### config.mk
export PLATFORM = sky130hd
export DESIGN_NAME = video_timing_top
export DESIGN_NICKNAME = d
export VERILOG_FILES = /design/src/logic/video_timing_pkg.sv /design/src/logic/scroll_adder.sv /design/src/logic/sync_output_stage.sv /design/src/logic/vblank_fsm.sv /design/src/logic/video_counters.sv /design/src/logic/video_timing_top.sv
export SDC_FILE = /design/constraint.sdc
export NUM_CORES = 1
export LEC_CHECK = 0
export ABC_AREA = 1
export BUFFER_PORTS_ARGS = -buffer_cell sky130_fd_sc_hd__buf_2
export CAP_MARGIN = 20
export CORE_AREA = 2 2 84 86
export CTS_CLUSTER_DIAMETER = 30
export DETAILED_ROUTE_END_ITERATION = 6
export DIE_AREA = 0 0 86 88
export MAX_ROUTING_LAYER = met4
export PLACE_DENSITY = 0.64
export REMOVE_ABC_BUFFERS = 1
export SYNTH_ARGS = -nofsm -noshare
export SYNTH_HDL_FRONTEND = slang
export SYNTH_SLANG_ARGS = --single-unit
### constraint.sdc
create_clock -name clk -period 2.25 [get_ports clk]
set_input_delay 0.675 -clock clk [delete_from_list [all_inputs] [get_ports clk]]
set_output_delay 0.675 -clock clk [all_outputs]
set_load 0.02 [all_outputs]
### src/logic/video_timing_pkg.sv
// Video timing shared types
package video_timing_pkg;

    //************************************************************
    // Widths
    //************************************************************
    localparam int COUNT_W = 9; // Position counters, up to 512 states
    localparam int COORD_W = 8; // Screen coordinate and scroll byte

    //************************************************************
    // Position and coordinate words
    //************************************************************
    // Pixel index within a line, 0 .. H_TOTAL-1
    typedef logic [COUNT_W-1:0] h_count_t;

    // Line index within a frame, 0 .. V_TOTAL-1
    typedef logic [COUNT_W-1:0] v_count_t;

    // Flipped screen coordinate, also the scroll register width
    typedef logic [COORD_W-1:0] coord_t;

    //************************************************************
    // Vertical regions
    //************************************************************
    // Order follows the raster: active lines, then front porch,
    // sync pulse and back porch before wrapping to line 0
    typedef enum logic [1:0] {
        V_ACTIVE = 2'd0, // Visible lines
        V_FRONT  = 2'd1, // Blank before sync
        V_SYNC   = 2'd2, // Sync pulse lines
        V_BACK   = 2'd3  // Blank after sync
    } vstate_t;

endpackage

### src/logic/scroll_adder.sv
// Front layer vertical scroll
`timescale 1ns/100ps

module scroll_adder (
    input  logic                          clk,
    input  logic                          rst_n,
    input  logic                          scroll_we,   // Load strobe from the data bus
    input  video_timing_pkg::coord_t      scroll_data,
    input  logic                          scroll_x8,   // Ninth scroll bit
    input  video_timing_pkg::coord_t      x_pos,       // Flipped line coordinate
    output video_timing_pkg::v_count_t    fv           // Scrolled line
);
    import video_timing_pkg::*;

    coord_t             scroll_q; // Latched scroll byte
    logic [COORD_W:0]   sum;      // Carry in the top bit

    //************************************************************
    // Scroll register
    //************************************************************
    // Loads on any edge with the strobe high, no acknowledge
    always_ff @(posedge clk or negedge rst_n)
    begin
        if (!rst_n)
        begin
            scroll_q <= '0;
        end
        else if (scroll_we)
        begin
            scroll_q <= scroll_data;
        end
    end

    //************************************************************
    // Scrolled line
    //************************************************************
    // Same cycle as x_pos
    always_comb
    begin
        sum = {1'b0, scroll_q} + {1'b0, x_pos};
        fv  = {scroll_x8 ^ sum[COORD_W], sum[COORD_W-1:0]}; // Carry flips bit 8
    end

endmodule

### src/logic/sync_output_stage.sv
// Blank, sync and coordinate outputs
`timescale 1ns/100ps

module sync_output_stage #(
    parameter int H_ACTIVE     = 256, // Visible pixels
    parameter int H_SYNC_START = 288, // First sync pixel
    parameter int H_SYNC_LEN   = 32   // Sync width in pixels
) (
    input  logic                          clk,
    input  logic                          rst_n,
    input  video_timing_pkg::h_count_t    h_pos,
    input  video_timing_pkg::v_count_t    v_pos,
    input  video_timing_pkg::vstate_t     vstate,
    input  logic                          flip,   // Screen flip, inverts coordinates
    output logic                          hblank,
    output logic                          vblank,
    output logic                          hsync,
    output logic                          vsync,
    output logic                          csync,  // hsync XOR vsync
    output logic                          disp,   // Neither blank
    output video_timing_pkg::coord_t      x_pos,  // From line count
    output video_timing_pkg::coord_t      y_pos   // From pixel count
);
    import video_timing_pkg::*;

    localparam h_count_t HB_START = h_count_t'(H_ACTIVE);
    localparam h_count_t HS_START = h_count_t'(H_SYNC_START);
    localparam h_count_t HS_END   = h_count_t'(H_SYNC_START + H_SYNC_LEN);

    logic   hblank_d;
    logic   hsync_d;
    logic   vblank_d;
    logic   vsync_d;
    coord_t flip_mask; // All ones when flipped

    //************************************************************
    // Decode
    //************************************************************
    always_comb
    begin
        hblank_d  = (h_pos >= HB_START);                     // Right border onward
        hsync_d   = (h_pos >= HS_START) && (h_pos < HS_END); // Pulse window
        vblank_d  = (vstate != video_timing_pkg::V_ACTIVE);  // Porches and sync
        vsync_d   = (vstate == V_SYNC);
        flip_mask = {COORD_W{flip}};
    end

    //************************************************************
    // Output registers
    //************************************************************
    // One cycle behind the counters, no enable
    always_ff @(posedge clk or negedge rst_n)
    begin
        if (!rst_n)
        begin
            hblank <= 1'b0;
            vblank <= 1'b0;
            hsync  <= 1'b0;
            vsync  <= 1'b0;
            csync  <= 1'b0;
            disp   <= 1'b0;
            x_pos  <= '0;
            y_pos  <= '0;
        end
        else
        begin
            hblank <= hblank_d;
            vblank <= vblank_d;
            hsync  <= hsync_d;
            vsync  <= vsync_d;
            csync  <= hsync_d ^ vsync_d;         // Serrated composite
            disp   <= ~(hblank_d | vblank_d);    // Visible area
            x_pos  <= v_pos[COORD_W-1:0] ^ flip_mask;
            y_pos  <= h_pos[COORD_W-1:0] ^ flip_mask;
        end
    end

endmodule

### src/logic/vblank_fsm.sv
// Vertical region state machine
`timescale 1ns/100ps

module vblank_fsm #(
    parameter int V_ACTIVE     = 224, // Visible lines
    parameter int V_SYNC_START = 232, // First sync line
    parameter int V_SYNC_LEN   = 8,   // Sync lines
    parameter int V_TOTAL      = 264  // Lines per frame
) (
    input  logic                          clk,
    input  logic                          rst_n,
    input  logic                          line_end, // v_pos steps on this edge
    input  video_timing_pkg::v_count_t    v_pos,    // Outgoing line
    output video_timing_pkg::vstate_t     vstate
);
    import video_timing_pkg::*;

    // Last line of each region, compared against the outgoing line
    localparam v_count_t ACT_LAST   = v_count_t'(V_ACTIVE - 1);
    localparam v_count_t FRONT_LAST = v_count_t'(V_SYNC_START - 1);
    localparam v_count_t SYNC_LAST  = v_count_t'(V_SYNC_START + V_SYNC_LEN - 1);
    localparam v_count_t FRAME_LAST = v_count_t'(V_TOTAL - 1);

    vstate_t state_q; // Region of current v_pos
    vstate_t state_d;

    //************************************************************
    // Next state
    //************************************************************
    // Moves only on line_end so the state turns with v_pos
    always_comb
    begin
        state_d = state_q;
        if (line_end)
        begin
            case (state_q)
                // Parameter V_ACTIVE hides the imported literal
                video_timing_pkg::V_ACTIVE:
                begin
                    if (v_pos == ACT_LAST)
                        state_d = V_FRONT;   // Blanking starts
                end
                V_FRONT:
                begin
                    if (v_pos == FRONT_LAST)
                        state_d = V_SYNC;    // Sync pulse starts
                end
                V_SYNC:
                begin
                    if (v_pos == SYNC_LAST)
                        state_d = V_BACK;    // Sync pulse ends
                end
                V_BACK:
                begin
                    if (v_pos == FRAME_LAST)
                        state_d = video_timing_pkg::V_ACTIVE; // Frame wraps
                end
                default:
                    state_d = video_timing_pkg::V_ACTIVE;
            endcase
        end
    end

    //************************************************************
    // State register
    //************************************************************
    always_ff @(posedge clk or negedge rst_n)
    begin
        if (!rst_n)
            state_q <= video_timing_pkg::V_ACTIVE; // Line 0 is visible
        else
            state_q <= state_d;
    end

    assign vstate = state_q;

endmodule

### src/logic/video_counters.sv
// Raster position counters
`timescale 1ns/100ps

module video_counters #(
    parameter int H_TOTAL = 384, // Pixels per line, blanking included
    parameter int V_TOTAL = 264  // Lines per frame, blanking included
) (
    input  logic                          clk,
    input  logic                          rst_n,
    input  logic                          pix_cen,  // One pixel per high cycle
    output video_timing_pkg::h_count_t    h_pos,
    output video_timing_pkg::v_count_t    v_pos,
    output logic                          line_end  // Last pixel of line, enabled
);
    import video_timing_pkg::*;

    // Wrap points
    localparam h_count_t H_LAST = h_count_t'(H_TOTAL - 1);
    localparam v_count_t V_LAST = v_count_t'(V_TOTAL - 1);

    logic h_wrap; // h_pos sits on last pixel
    logic v_wrap; // v_pos sits on last line

    assign h_wrap = (h_pos == H_LAST);
    assign v_wrap = (v_pos == V_LAST);

    // Combinational, used by the vertical FSM on the same edge
    assign line_end = pix_cen & h_wrap;

    //************************************************************
    // Horizontal counter
    //************************************************************
    always_ff @(posedge clk or negedge rst_n)
    begin
        if (!rst_n)
        begin
            h_pos <= '0;
        end
        else if (pix_cen)
        begin
            if (h_wrap)
                h_pos <= '0;         // New line
            else
                h_pos <= h_pos + 1'b1;
        end
    end

    //************************************************************
    // Vertical counter
    //************************************************************
    // Steps once per line, on the edge that wraps h_pos
    always_ff @(posedge clk or negedge rst_n)
    begin
        if (!rst_n)
        begin
            v_pos <= '0;
        end
        else if (line_end)
        begin
            if (v_wrap)
                v_pos <= '0;         // New frame
            else
                v_pos <= v_pos + 1'b1;
        end
    end

endmodule

### src/logic/video_timing_top.sv
// Video timing generator top
`timescale 1ns/100ps

module video_timing_top #(
    // Horizontal, in pixels
    parameter int H_ACTIVE     = 256,
    parameter int H_SYNC_START = 288,
    parameter int H_SYNC_LEN   = 32,
    parameter int H_TOTAL      = 384,
    // Vertical, in lines
    parameter int V_ACTIVE     = 224,
    parameter int V_SYNC_START = 232,
    parameter int V_SYNC_LEN   = 8,
    parameter int V_TOTAL      = 264
) (
    input  logic                          clk,
    input  logic                          rst_n,
    input  logic                          pix_cen,
    input  logic                          flip,
    input  logic                          scroll_we,
    input  video_timing_pkg::coord_t      scroll_data,
    input  logic                          scroll_x8,
    output video_timing_pkg::h_count_t    h_pos,
    output video_timing_pkg::v_count_t    v_pos,
    output logic                          hblank,
    output logic                          vblank,
    output logic                          hsync,
    output logic                          vsync,
    output logic                          csync,
    output logic                          disp,
    output video_timing_pkg::coord_t      x_pos,
    output video_timing_pkg::coord_t      y_pos,
    output video_timing_pkg::v_count_t    fv
);

    logic                       line_end; // Counter to FSM
    video_timing_pkg::vstate_t  vstate;   // FSM to output stage

    //************************************************************
    // Position counters
    //************************************************************
    video_counters #(
        .H_TOTAL (H_TOTAL),
        .V_TOTAL (V_TOTAL)
    ) i_video_counters (
        .clk      (clk),
        .rst_n    (rst_n),
        .pix_cen  (pix_cen),
        .h_pos    (h_pos),
        .v_pos    (v_pos),
        .line_end (line_end)
    );

    // Vertical regions
    vblank_fsm #(
        .V_ACTIVE     (V_ACTIVE),
        .V_SYNC_START (V_SYNC_START),
        .V_SYNC_LEN   (V_SYNC_LEN),
        .V_TOTAL      (V_TOTAL)
    ) i_vblank_fsm (
        .clk      (clk),
        .rst_n    (rst_n),
        .line_end (line_end),
        .v_pos    (v_pos),
        .vstate   (vstate)
    );

    //************************************************************
    // Outputs
    //************************************************************
    sync_output_stage #(
        .H_ACTIVE     (H_ACTIVE),
        .H_SYNC_START (H_SYNC_START),
        .H_SYNC_LEN   (H_SYNC_LEN)
    ) i_sync_output_stage (
        .clk    (clk),
        .rst_n  (rst_n),
        .h_pos  (h_pos),
        .v_pos  (v_pos),
        .vstate (vstate),
        .flip   (flip),
        .hblank (hblank),
        .vblank (vblank),
        .hsync  (hsync),
        .vsync  (vsync),
        .csync  (csync),
        .disp   (disp),
        .x_pos  (x_pos),
        .y_pos  (y_pos)
    );

    // Front layer scroll, fed by registered x_pos
    scroll_adder i_scroll_adder (
        .clk         (clk),
        .rst_n       (rst_n),
        .scroll_we   (scroll_we),
        .scroll_data (scroll_data),
        .scroll_x8   (scroll_x8),
        .x_pos       (x_pos),
        .fv          (fv)
    );

endmodule

# [Word-level counts from Yosys, hierarchy flattened]
# Index checks and enable logic that the tools add are counted.
[totals] output_inout_bits=49 register_bits=50
[classes] reduce_logical=4 order_cmp=3 bitwise=7 n_eq_ne=12 n_mux=7 n_addsub=3
[op_table] operator="== test 9 x 8 -> 1 bit, second input constant" count=3
[op_table] operator="adder 9 x 1 -> 9 bit, second input constant" count=2
[op_table] operator="== test 9 bit, second input constant" count=2
[op_table] operator="greater-or-equal comparator 9 bit, second input constant" count=2
[op_table] operator="2-to-1 mux 9 bit" count=2
[op_table] operator="XOR 8 bit" count=2
[op_table] operator="adder 8 x 8 -> 9 bit" count=1
[op_table] operator="less-than comparator 9 bit, second input constant" count=1
[op_table] operator="2-to-1 mux 2 bit" count=4
[op_table] operator="case mux 2 bit (4 select lines)" count=1
[op_table] operator="AND reduction 5 bit" count=1
[op_table] operator="== test 2 bit, second input constant" count=2
[op_table] operator="!= test 2 x 1 -> 1 bit, second input constant" count=2
[op_table] operator="!= test 2 bit, second input constant" count=2
[op_table] operator="== test 2 x 1 -> 1 bit, second input constant" count=1
[op_table] operator="zero test 2 bit" count=1
[op_table] operator="nonzero test 2 bit" count=1
[op_table] operator="XOR 1 bit" count=2
[op_table] operator="AND 1 bit" count=1
[op_table] operator="logical AND 1 bit" count=1
[op_table] operator="inverter 1 bit" count=1
[op_table] operator="bitwise OR 1 bit" count=1

# [Longest topological paths before layout]
# Gate-level depths: netlist (run 1).
[depth] ltp_word=3 ltp_mapped=11 depth_no_buf=11

# [By module]
# Synthesis (run 1) repeated with hierarchy kept, for this count alone.
[hier_totals] hier_cells=331 hier_area_um2=2782.7
[by_module_without_submodules] module="video_counters" area_each_um2=1019.7 cells_each=138 n_inst=1
[by_module_without_submodules] module="sync_output_stage" area_each_um2=778.2 cells_each=54 n_inst=1
[by_module_without_submodules] module="scroll_adder" area_each_um2=698.2 cells_each=93 n_inst=1
[by_module_without_submodules] module="vblank_fsm" area_each_um2=286.5 cells_each=46 n_inst=1

# [Worst setup path before layout (run 1)]
# No wires, ideal clock.
[synth_timing] path_type="register -> output" start="reg i_sync_output_stage.x_pos[0]" end="out fv[6]" required_time_ps=1575 path_slack_ps=-206 path_stages_with_launch=7 arrival_time_ps=1781 cell_sequence="dfrtp_1 -> ha_1 -> fa_1 -> nand3_1 -> nand2_1 -> a21oi_1 -> xor2_1"
[synth_between] elab_chain_len=1
[synth_rtl] element="start: declaration" line="sync_output_stage.sv:21" source="output video_timing_pkg::coord_t x_pos,"
[synth_rtl] element="start signal: assignment" line="sync_output_stage.sv:73" source="x_pos <= v_pos[COORD_W-1:0] ^ flip_mask;"
[synth_rtl] element="adder 8 x 8 -> 9 bit" line="scroll_adder.sv:40" source="sum = {1'b0, scroll_q} + {1'b0, x_pos};"
[synth_rtl] element="end: declaration" line="video_timing_top.sv:33" source="output video_timing_pkg::v_count_t fv"
# Every way passes these cells.

# [Worst setup path in the final report (run 1)]
# Ends and elaborated chain as after synthesis.

==> results, run 1 <==
- The type of the most critical hold path is in2async.
- Setup violations remaining at the end of the flow were counted as 7.
- The worst max-slew margin expressed relative to the limit is 69.5%.
- The met2 usage in global routing is between 20% and 30%.
- Global routing used around 15% of the available tracks across all layers.
- The clock reaches the later pin of the worst-skew pair after about 0.30 ns.
- The cell leakage power is between 1.5 and 2 nW.
- The number of enable flip-flop cells after synthesis is 0.
- The count of endpoints failing hold in the final timing report was 0.
- The row count is 30.
- For met1 alone, demand over resource in global routing was between 10% and 20%.
- The largest vdd supply drop is around 0.00037 V.
- The count of boundary I/O pins is 63.
- CTS placed an instance of sky130_fd_sc_hd__clkbuf_8 at the clock tree root.
- The critical path is of the reg2out type.
- After clock tree synthesis, the clock-pin slew on the worst setup and hold paths is around 0.09 ns.
- The run finished, with violations left.
- The transition time at the pin with the least slew margin is between 0.4 and 0.5 ns.
- The cell area after synthesis is around 2600 µm².
- The routed design has 5.07 mm of wire.
- The weighted congestion at the end of routability-driven global placement is between 0.8 and 0.9.
- Using the TritonRoute via totals, the vias-per-cell ratio works out to approximately 4.8.
- The number of global-route vias before repair is 1811.
- The category of the worst setup path capture point is an output pin.
- The first-pass GRT wire length is about 8.4 mm.
- For this design, the sink count on the clock tree is 50.
- The number of storage elements in the synthesis netlist is 50.
- For the worst flop-to-flop path, the logic depth is 9.
- By area the synthesized netlist is led by sky130_fd_sc_hd__dfrtp_1 (48%), sky130_fd_sc_hd__xor2_1 (9.8%), sky130_fd_sc_hd__nand2_1 (7.5%).
- The share of the clock period used by the worst path is 110%.
- The number of cells produced by synthesis is 268.
- The tightest hold path in the finished design has a slack of roughly 0.22 ns.
- The number of nets in the layout is roughly 370.
- Detailed placement finished with a half-perimeter wire length of about 3.8 mm.
- Along the worst path, the maximum fanout reaches 3.
- The smallest setup slack after layout is -0.235 ns.
- For the worst setup path, the data arrival time is around 1.8 ns.
- The horizontal die dimension is between 80 and 90 µm.
- The initial utilization of the core area, before any placement, comes to between 30 and 40%.
- Of the cells placed in the final design, the portion with a size suffix greater than 1 is about a third.
- The number of antenna diodes in the final layout is 0.
- The routed layout has ~2000 vias.
- In this run the number of H-tree levels came out at 2.
- Overall power consumption after layout is estimated at between 2 and 3 mW.
- The checks that failed: negative setup slack.
- The core region is about 6600 µm².
- The number of slew-limit violations in the final report is 0.
- The maximum frequency from static timing analysis is about 0.40 GHz.
- Entering global routing, the biggest net connects 27 pins.
- The number of buffers added by the clock tree synthesis step is 5.
- The pre-antenna-repair detailed-routing pass consisted of 6 iterations.
- Max-cap violations in this run came to 0.
- The post-detailed-route DRC marker count is 0.
- The launch point of the worst reg-to-reg path is i_vblank_fsm.vstate[0]$_DFFE_PN0P_.
- The clock passes through at most 2 buffers.
- The total of buffers placed on input and output ports is between 60 and 70.
- A synthesized cell averages ~9.7 µm².
- The number of different library cells in the post-synthesis netlist is 29.
- The number of DRC markers after the initial detailed-route iteration is 59.
- The die covers approximately 7600 µm².
- The synthesized design spends more area on one cell type than any other, namely sky130_fd_sc_hd__dfrtp_1.
- Setup repair after global routing could not meet its margin everywhere.
- The destination of the worst register-to-register timing path is i_vblank_fsm.vstate[1]$_DFFE_PN0P_.
- For this run, global-route usage on met3 was measured as just under 3%.
- The most used flip-flop cell after synthesis is sky130_fd_sc_hd__dfrtp_1.
- Relative to the synthesized area, the layout overhead comes to 25.7%.
- Once detail routing completed, the nets flagged for antenna violations numbered 0.
- The final critical delay including setup and external delays is around 2.5 ns.
- The CTS tree is built.
- The type of element launching the critical path is a register.
- The vertical extent of the die is approximately 90 µm.
- The portion of synthesized cell area occupied by the leading cell type is 48.3%.
- The worst clock skew is slightly below 0.006 ns.
- The share of the yosys chip area belonging to registers is 48.3%.
- Dividing the detail-routed wire length by the instance count gives 12.1 µm.
- The power density relative to cell area is 838 nW/µm².
- For the worst setup path, the data required time is between 1.5 and 2 ns.
- After global routing, the most crowded layer is met2.
- The number of antenna violations at the first check in global routing is 0.
- The number of warnings reported in the yosys synthesis log is 0.
- Counting flops with an async set or reset pin after synthesis yields a share of between 90% and 100%.
- The total overflow left after global routing is 0.
- In this run the register-to-register setup slack is around 0.65 ns.
-- synthesized netlist by cell type, types with 2 or more instances --
cell type                   n
sky130_fd_sc_hd__a21oi_1    6
sky130_fd_sc_hd__inv_2      2
sky130_fd_sc_hd__mux2_2     8
sky130_fd_sc_hd__inv_1     28
sky130_fd_sc_hd__xor2_1    29
sky130_fd_sc_hd__nor2_2     2
sky130_fd_sc_hd__nand4_1    4
sky130_fd_sc_hd__a31oi_1    3
sky130_fd_sc_hd__clkbuf_1   2
sky130_fd_sc_hd__buf_2      3
sky130_fd_sc_hd__o21ai_0   11
sky130_fd_sc_hd__nor3_1     3
sky130_fd_sc_hd__nand3_1   12
sky130_fd_sc_hd__nor3_2     2
sky130_fd_sc_hd__nand2_2    4
sky130_fd_sc_hd__ha_1      15
sky130_fd_sc_hd__dfrtp_1   50
sky130_fd_sc_hd__or2_2      2
sky130_fd_sc_hd__nand2_1   52
sky130_fd_sc_hd__nor2_1    17
sky130_fd_sc_hd__o21bai_1   3
sky130_fd_sc_hd__nor2_4     3
-- registers in the layout, indices dropped and copies added, names as in the netlist, 2 cells and up --
name and count:
i_video_counters.h_pos 9, i_video_counters.v_pos 9, i_scroll_adder.scroll_q 8, i_sync_output_stage.x_pos 8
i_sync_output_stage.y_pos 8, i_vblank_fsm.vstate 2
-- what timing repair did --
item,in CTS,in global routing
resized for setup,11,22
pin swaps,1,5
setup endpoints to repair,8,8
hold buffers,0,0
setup buffers,1,1
-- final cells by class --
class	instances	area (µm²)
Fill cell	625	3390
Multi-Input combinational cell	181	1300
Sequential cell	50	1250
Timing Repair Buffer	68	383
Inverter	31	118
Tap cell	80	100
Clock buffer	7	76.3
Clock inverter	1	30.0
-- power breakdown --
part	internal, mW	leakage [nW]	switching, mW
logic	0.359	0.992	0.552
registers	1.05	0.580	0.149
clock network	0.333	0.0524	0.287
total	1.74	1.62	0.988
-- cells in the final DEF (no fill, tap or decap), types with 5 or more instances in the layout --
master                     count
sky130_fd_sc_hd__buf_2        54
sky130_fd_sc_hd__nor2_1       17
sky130_fd_sc_hd__nand3_1      10
sky130_fd_sc_hd__dfrtp_1      50
sky130_fd_sc_hd__inv_1        27
sky130_fd_sc_hd__nand2_2       8
sky130_fd_sc_hd__mux2_2        8
sky130_fd_sc_hd__buf_4        12
sky130_fd_sc_hd__ha_1          9
sky130_fd_sc_hd__clkbuf_8      5
sky130_fd_sc_hd__ha_4          5
sky130_fd_sc_hd__nand2_1      48
sky130_fd_sc_hd__o21ai_0       9
sky130_fd_sc_hd__xor2_1       29
-- through the flow --
stage	std cells	TNS, ns	instance area [µm²]	setup WS, ns	utilization, %
after global placement	408	-0.0487	3000	-0.0487	45.1
after CTS	417	-1.40	3150	-0.276	47.4
after global routing	418	-1.73	3260	-0.374	49.0
after floorplan	262	-0.252	2550	-0.206	-
after detailed placement	408	-0.168	3000	-0.0942	45.1
final	418	-0.975	3260	-0.235	49.0
-- worst max-delay path, stage by stage (launching register included) --
cell                      delay, ns
sky130_fd_sc_hd__dfrtp_1       0.39
sky130_fd_sc_hd__ha_2          0.19
sky130_fd_sc_hd__fa_2          0.35
sky130_fd_sc_hd__nand3_2       0.07
sky130_fd_sc_hd__nand2_2       0.07
sky130_fd_sc_hd__a21oi_2       0.13
sky130_fd_sc_hd__xor2_1        0.15
sky130_fd_sc_hd__buf_4         0.15
-- kinds of logic (layout without fill, tap and decap cells) --
family | after synthesis | count (layout) | synth area share [%]
compound gates | 24 | 24 | 5.17
xor+xnor | 29 | 29 | 9.80
fa+ha+maj | 16 | 16 | 8.02
buf+inv | 37 | 107 | 5.94
flops | 50 | 50 | 48.3
mux | 9 | 9 | 3.86
simple gates | 103 | 103 | 18.9
-- metal layers --
metal,wire length [µm],share of wire [%],vias to the layer above
met3,327,6.4,6
met5,0,0,-
met2,2390,47,61
met4,89,1.8,0
li1,-,-,991
met1,2270,45,930
-- worst max-delay path by stage --
| stage | startpoint | endpoint | slack, ns | cells after the start |
|---|---|---|---|---|
| floorplan | i_sync_output_stage.x_pos[0]$_DFF_PN0_ | fv[6] | -0.21 | 6 |
| global placement | i_sync_output_stage.x_pos[0]$_DFF_PN0_ | fv[6] | -0.05 | 7 |
| global route | i_sync_output_stage.x_pos[0]$_DFF_PN0_ | fv[6] | -0.37 | 7 |
| finish | i_sync_output_stage.x_pos[0]$_DFF_PN0_ | fv[6] | -0.23 | 7 |
| CTS | i_sync_output_stage.x_pos[0]$_DFF_PN0_ | fv[6] | -0.28 | 7 |
| detailed placement | i_sync_output_stage.x_pos[0]$_DFF_PN0_ | fv[6] | -0.09 | 7 |
(Power assumes the default switching activity.)
==> run 2: changes to the inputs <==
- ABC_AREA: 1 -> default
- CORE_AREA: 2 2 84 86 -> 2 2 82 84
- DIE_AREA: 0 0 86 88 -> 0 0 84 86
- PLACE_DENSITY: 0.64 -> 0.65
==> run 2 against run 1 <==
Utilization is 1.3 points higher. The flow still finishes with violations (negative setup slack). Global-route usage grew 0.38 points. Sequential cell count unchanged. Synthesized cell count down 20%.
==> results, run 2 <==
- The number of nets in the layout is 332 (-9.5%).
- The type of the most critical hold path is in2async.
- The number of slew-limit violations in the final report is 0 (unchanged).
- The register clock-pin slew on the reported worst setup and hold paths came to 0.09 ns (about the same).
- The global-route usage over all layers is 14.9% (+0.38 points).
- In the layout the commonest cells are sky130_fd_sc_hd__buf_2 (57), sky130_fd_sc_hd__dfrtp_1 (50), sky130_fd_sc_hd__buf_4 (30).
- The largest driver fanout on the critical path came to 2 (-1).
- The number of storage elements in the synthesis netlist is 50 (unchanged).
- The CTS tree is built.
- The maximum frequency from static timing analysis is 0.337 GHz (-16%).
- The smallest setup slack after layout is -0.719 ns (-0.484 ns).
- The post-route antenna net violation count was 0 (unchanged).
- The largest registers in the layout are i_video_counters.h_pos x9, i_video_counters.v_pos x9.
- The category of the worst setup path capture point is an output pin.
- The library cell used most frequently in the layout, excluding fill and tap cells, is sky130_fd_sc_hd__buf_2.
- The power density relative to cell area is 755 nW/µm² (-10%).
- The internal power is 1.56 mW (-11%).
- The part of the power in registers was 47.2% (+3.2 points).
- The final critical delay including setup and external delays is 2.97 ns (+0.484 ns).
- The share of total power consumed by net switching came to 34.7% (-1.4 points).
- The post-detailed-route DRC marker count is 0 (unchanged).
- The number of warnings reported in the yosys synthesis log is 0 (unchanged).
- The detailed-routing iteration count for the pre-antenna-repair pass is 6 (unchanged).
- The first-pass GRT wire length is 8.47 mm (+0.65%).
- The area inside the core boundary is 6280 µm² (-5.5%).
- The most common cell in the synthesized netlist is sky130_fd_sc_hd__dfrtp_1.
- The delay of the slowest cell on the worst path is 0.39 ns (about the same).
- The buffers plus inverters on the worst setup path was 1 (unchanged).
- For this design, the slowest cell found on the critical path is sky130_fd_sc_hd__dfrtp_1.
- The switching power summed over all nets is 829 µW (-16%).
- The portion of synthesized cell area occupied by the leading cell type is 51.0% (+2.7 points).
- The worst max-slew margin expressed relative to the limit came to 58.8% (-11 points).
- The total negative slack for setup checks came to -3.23 ns (-2.26 ns).
- The cell leakage power is 1.56 nW (-3.9%).
- The horizontal die dimension is 84 µm (-2.3%).
- Yosys attributes the largest share of cell area to sky130_fd_sc_hd__dfrtp_1 (51%), sky130_fd_sc_hd__ha_1 (7.7%), sky130_fd_sc_hd__xor2_1 (7.1%).
- The number of different library cells in the post-synthesis netlist is 43 (+48%).
- The relative contribution of combinational cells to total power is 31.5% (-1.8 points).
- The dominant delay contributor by cell family on the critical path is compound AO/OA/AOI/OAI gates.
- The starting density of the core was 39.1% (+0.065 points).
- Setup repair after global routing could not meet its margin everywhere.
- The number of global-route vias before repair is 1806 (-0.28%).
- The H-tree depth is 2 (unchanged).
- Relative to the synthesized area, the layout overhead comes to 28.9%.
- The final antenna diode count is 0 (unchanged).
- The layout filler cell count is 589 (-5.8%).
- The clock net sink count is 50 (unchanged).
- The clock latency reported for the late side of the worst-skew pair is 0.30 ns (about the same).
- The number of cells produced by synthesis is 215 (-20%).
- The number of enable flip-flop cells after synthesis is 0 (unchanged).
- The post-detailed-route via-to-cell ratio is 4.94 (+3.8%).
- The data arrival time of the critical path was 2.29 ns (+0.48 ns).
- The flow ran to the end, but the final reports show violations.
- The worst setup path is launched from a register.
- The transition time at the pin with the least slew margin is 0.618 ns (+0.161 ns).
- The number of vias after detailed routing was 1876 (-5.6%).
- The cell area after synthesis came to 2450 µm² (-5.4%).
- Traced cell by cell, the critical path runs through ha_2 > fa_2 > a21o_1 > a221o_1 > o41ai_2 > xnor2_1 > buf_4.
- The total of buffers placed on input and output ports is 62 (unchanged).
- The setup slack after placement is -0.591 ns (-0.497 ns).
- The most area-hungry cell type in the Yosys netlist is sky130_fd_sc_hd__dfrtp_1.
- The maximum buffer depth of the clock tree is 2 (unchanged).
- Sorting the synthesized cells by how often they occur yields sky130_fd_sc_hd__dfrtp_1 (50), sky130_fd_sc_hd__xor2_1 (20), sky130_fd_sc_hd__ha_1 (15), sky130_fd_sc_hd__nand2_1 (15), sky130_fd_sc_hd__nor2_1 (13).
- The largest vdd supply drop was 0.000407 V (+9.2%).
- The overall die area is 7220 µm² (-4.5%).
- The row count is 29 (-3.3%).
- The number of buffers added by the clock tree synthesis step is 5 (unchanged).
- The most used flip-flop cell after synthesis is sky130_fd_sc_hd__dfrtp_1.
- The ratio of cells with drive above 1 in the final layout is 38.9% (+3.7 points).
- The count of boundary I/O pins was 63 (unchanged).
- The share of total power in the clock network is 21.2% (-1.5 points).
- The share of the yosys chip area belonging to registers is 51.0% (+2.7 points).
- The pin count of the biggest net entering global routing is 51 (+89%).
- The worst slack on hold paths came to 0.454 ns (+0.234 ns).
- The sequential cell area is 1250 µm² (unchanged).
- The per-instance average area after synthesis is 11.4 µm² (+18%).
- The vertical extent of the die is 86 µm (-2.3%).
- The number of DRC markers after the initial detailed-route iteration was 72 (+22%).
- The final reports fail on negative setup slack.
- The number of setup violations in the final report is 7 (unchanged).
- The count of endpoints failing hold in the final timing report is 0 (unchanged).
- The residual overflow from global routing is 0 (unchanged).
- The worst clock skew is 0.00725 ns (+0.00129 ns).
- The aggregate routed wire length is 5.02 mm (-1.1%).
- The CTS root buffer is sky130_fd_sc_hd__clkbuf_8.
- The number of antenna violations at the first check in global routing was 0 (unchanged).
- The critical path start-end classification is reg2out.
- The number of violations of the max-capacitance limit was 0 (unchanged).
- The share of the clock period used by the worst path is 132% (+22 points).
- The fraction of registers with async set or reset after synthesis is 100% (unchanged).
- The routed length per instance is 13.2 µm (+8.7%).
- The required time of the worst setup path is 1.57 ns (about the same).
- The multi-input gate area in the final layout is 1170 µm² (-9.7%).
- The weighted congestion at the end of routability-driven global placement is 0.820 (-8.7%).
- The half-perimeter wire length after detailed placement is 3.78 mm (-1.5%).
[run 2: path summary, 6_finish.rpt]
path                            cells after the start                                    from                                      to  slack, ns
max in group asynchronous                           2                                   rst_n  i_sync_output_stage.x_pos[6]$_DFF_PN0_       1.36
worst max-delay path                                7  i_sync_output_stage.x_pos[0]$_DFF_PN0_                                   fv[8]      -0.72
worst min register to register                      0   i_video_counters.h_pos[8]$_DFFE_PN0P_    i_sync_output_stage.hblank$_DFF_PN0_       0.51
worst max register to register                      5   i_video_counters.v_pos[0]$_DFFE_PN0P_      i_vblank_fsm.vstate[1]$_DFFE_PN0P_       0.17
min in group clk                                    0   i_video_counters.h_pos[8]$_DFFE_PN0P_    i_sync_output_stage.hblank$_DFF_PN0_       0.51
worst min-delay path                                2                                   rst_n   i_video_counters.h_pos[1]$_DFFE_PN0P_       0.45
[run 2: metrics by stage]
stage,instance area (µm²),utilization [%],power (mW),cells
after floorplan,2410,-,1.57,207
after global placement,2990,47.6,1.84,368
after detailed placement,2990,47.6,1.86,368
after CTS,3120,49.6,2.39,378
after global routing,3160,50.4,2.53,380
final,3160,50.4,2.39,380
[run 2: layer usage]
layer  track usage [%]  vias to the layer above  wire, µm  share of wire, %
met5                 -                        -         0                 0
met4              4.84                        0        55               1.1
met3              3.08                        4       203               4.0
met2              25.2                       55      2450                49
met1              18.0                      893      2300                46
li1                  -                      924         -                 -
[run 2: power by group through the flow]
stage                     Clock (mW)  Combinational (mW)  Sequential, mW
after detailed placement           0               0.709            1.15
after floorplan                    0               0.299            1.27
final                          0.507               0.752            1.13
after global routing           0.565               0.813            1.15
after global placement             0               0.695            1.14
after CTS                      0.534               0.725            1.13
[run 2: timing repair]
item,in CTS,in global routing
hold buffers,0,0
setup buffers,2,2
gates resized for setup,5,9
setup endpoints to repair,7,8
pin swaps,6,4
[run 2: kinds of logic after synthesis]
family                     share of synthesized area (%)
and+or+nand+nor                                     13.9
buffers and inverters                               3.01
xor gates and xnor gates                            11.1
muxes                                               5.87
adders and majority gates                           8.47
DFF                                                 51.0
AOI/OAI and AO/OA                                   6.63
[run 2: layout make-up]
cell class / count / share of cell area [%]
Clock inverter: 2 / 0.435
Multi-Input combinational cell: 148 / 37.1
Timing Repair Buffer: 88 / 16.5
Tap cell: 77 / 3.05
Inverter: 9 / 1.07
Clock buffer: 6 / 2.30
Sequential cell: 50 / 39.6
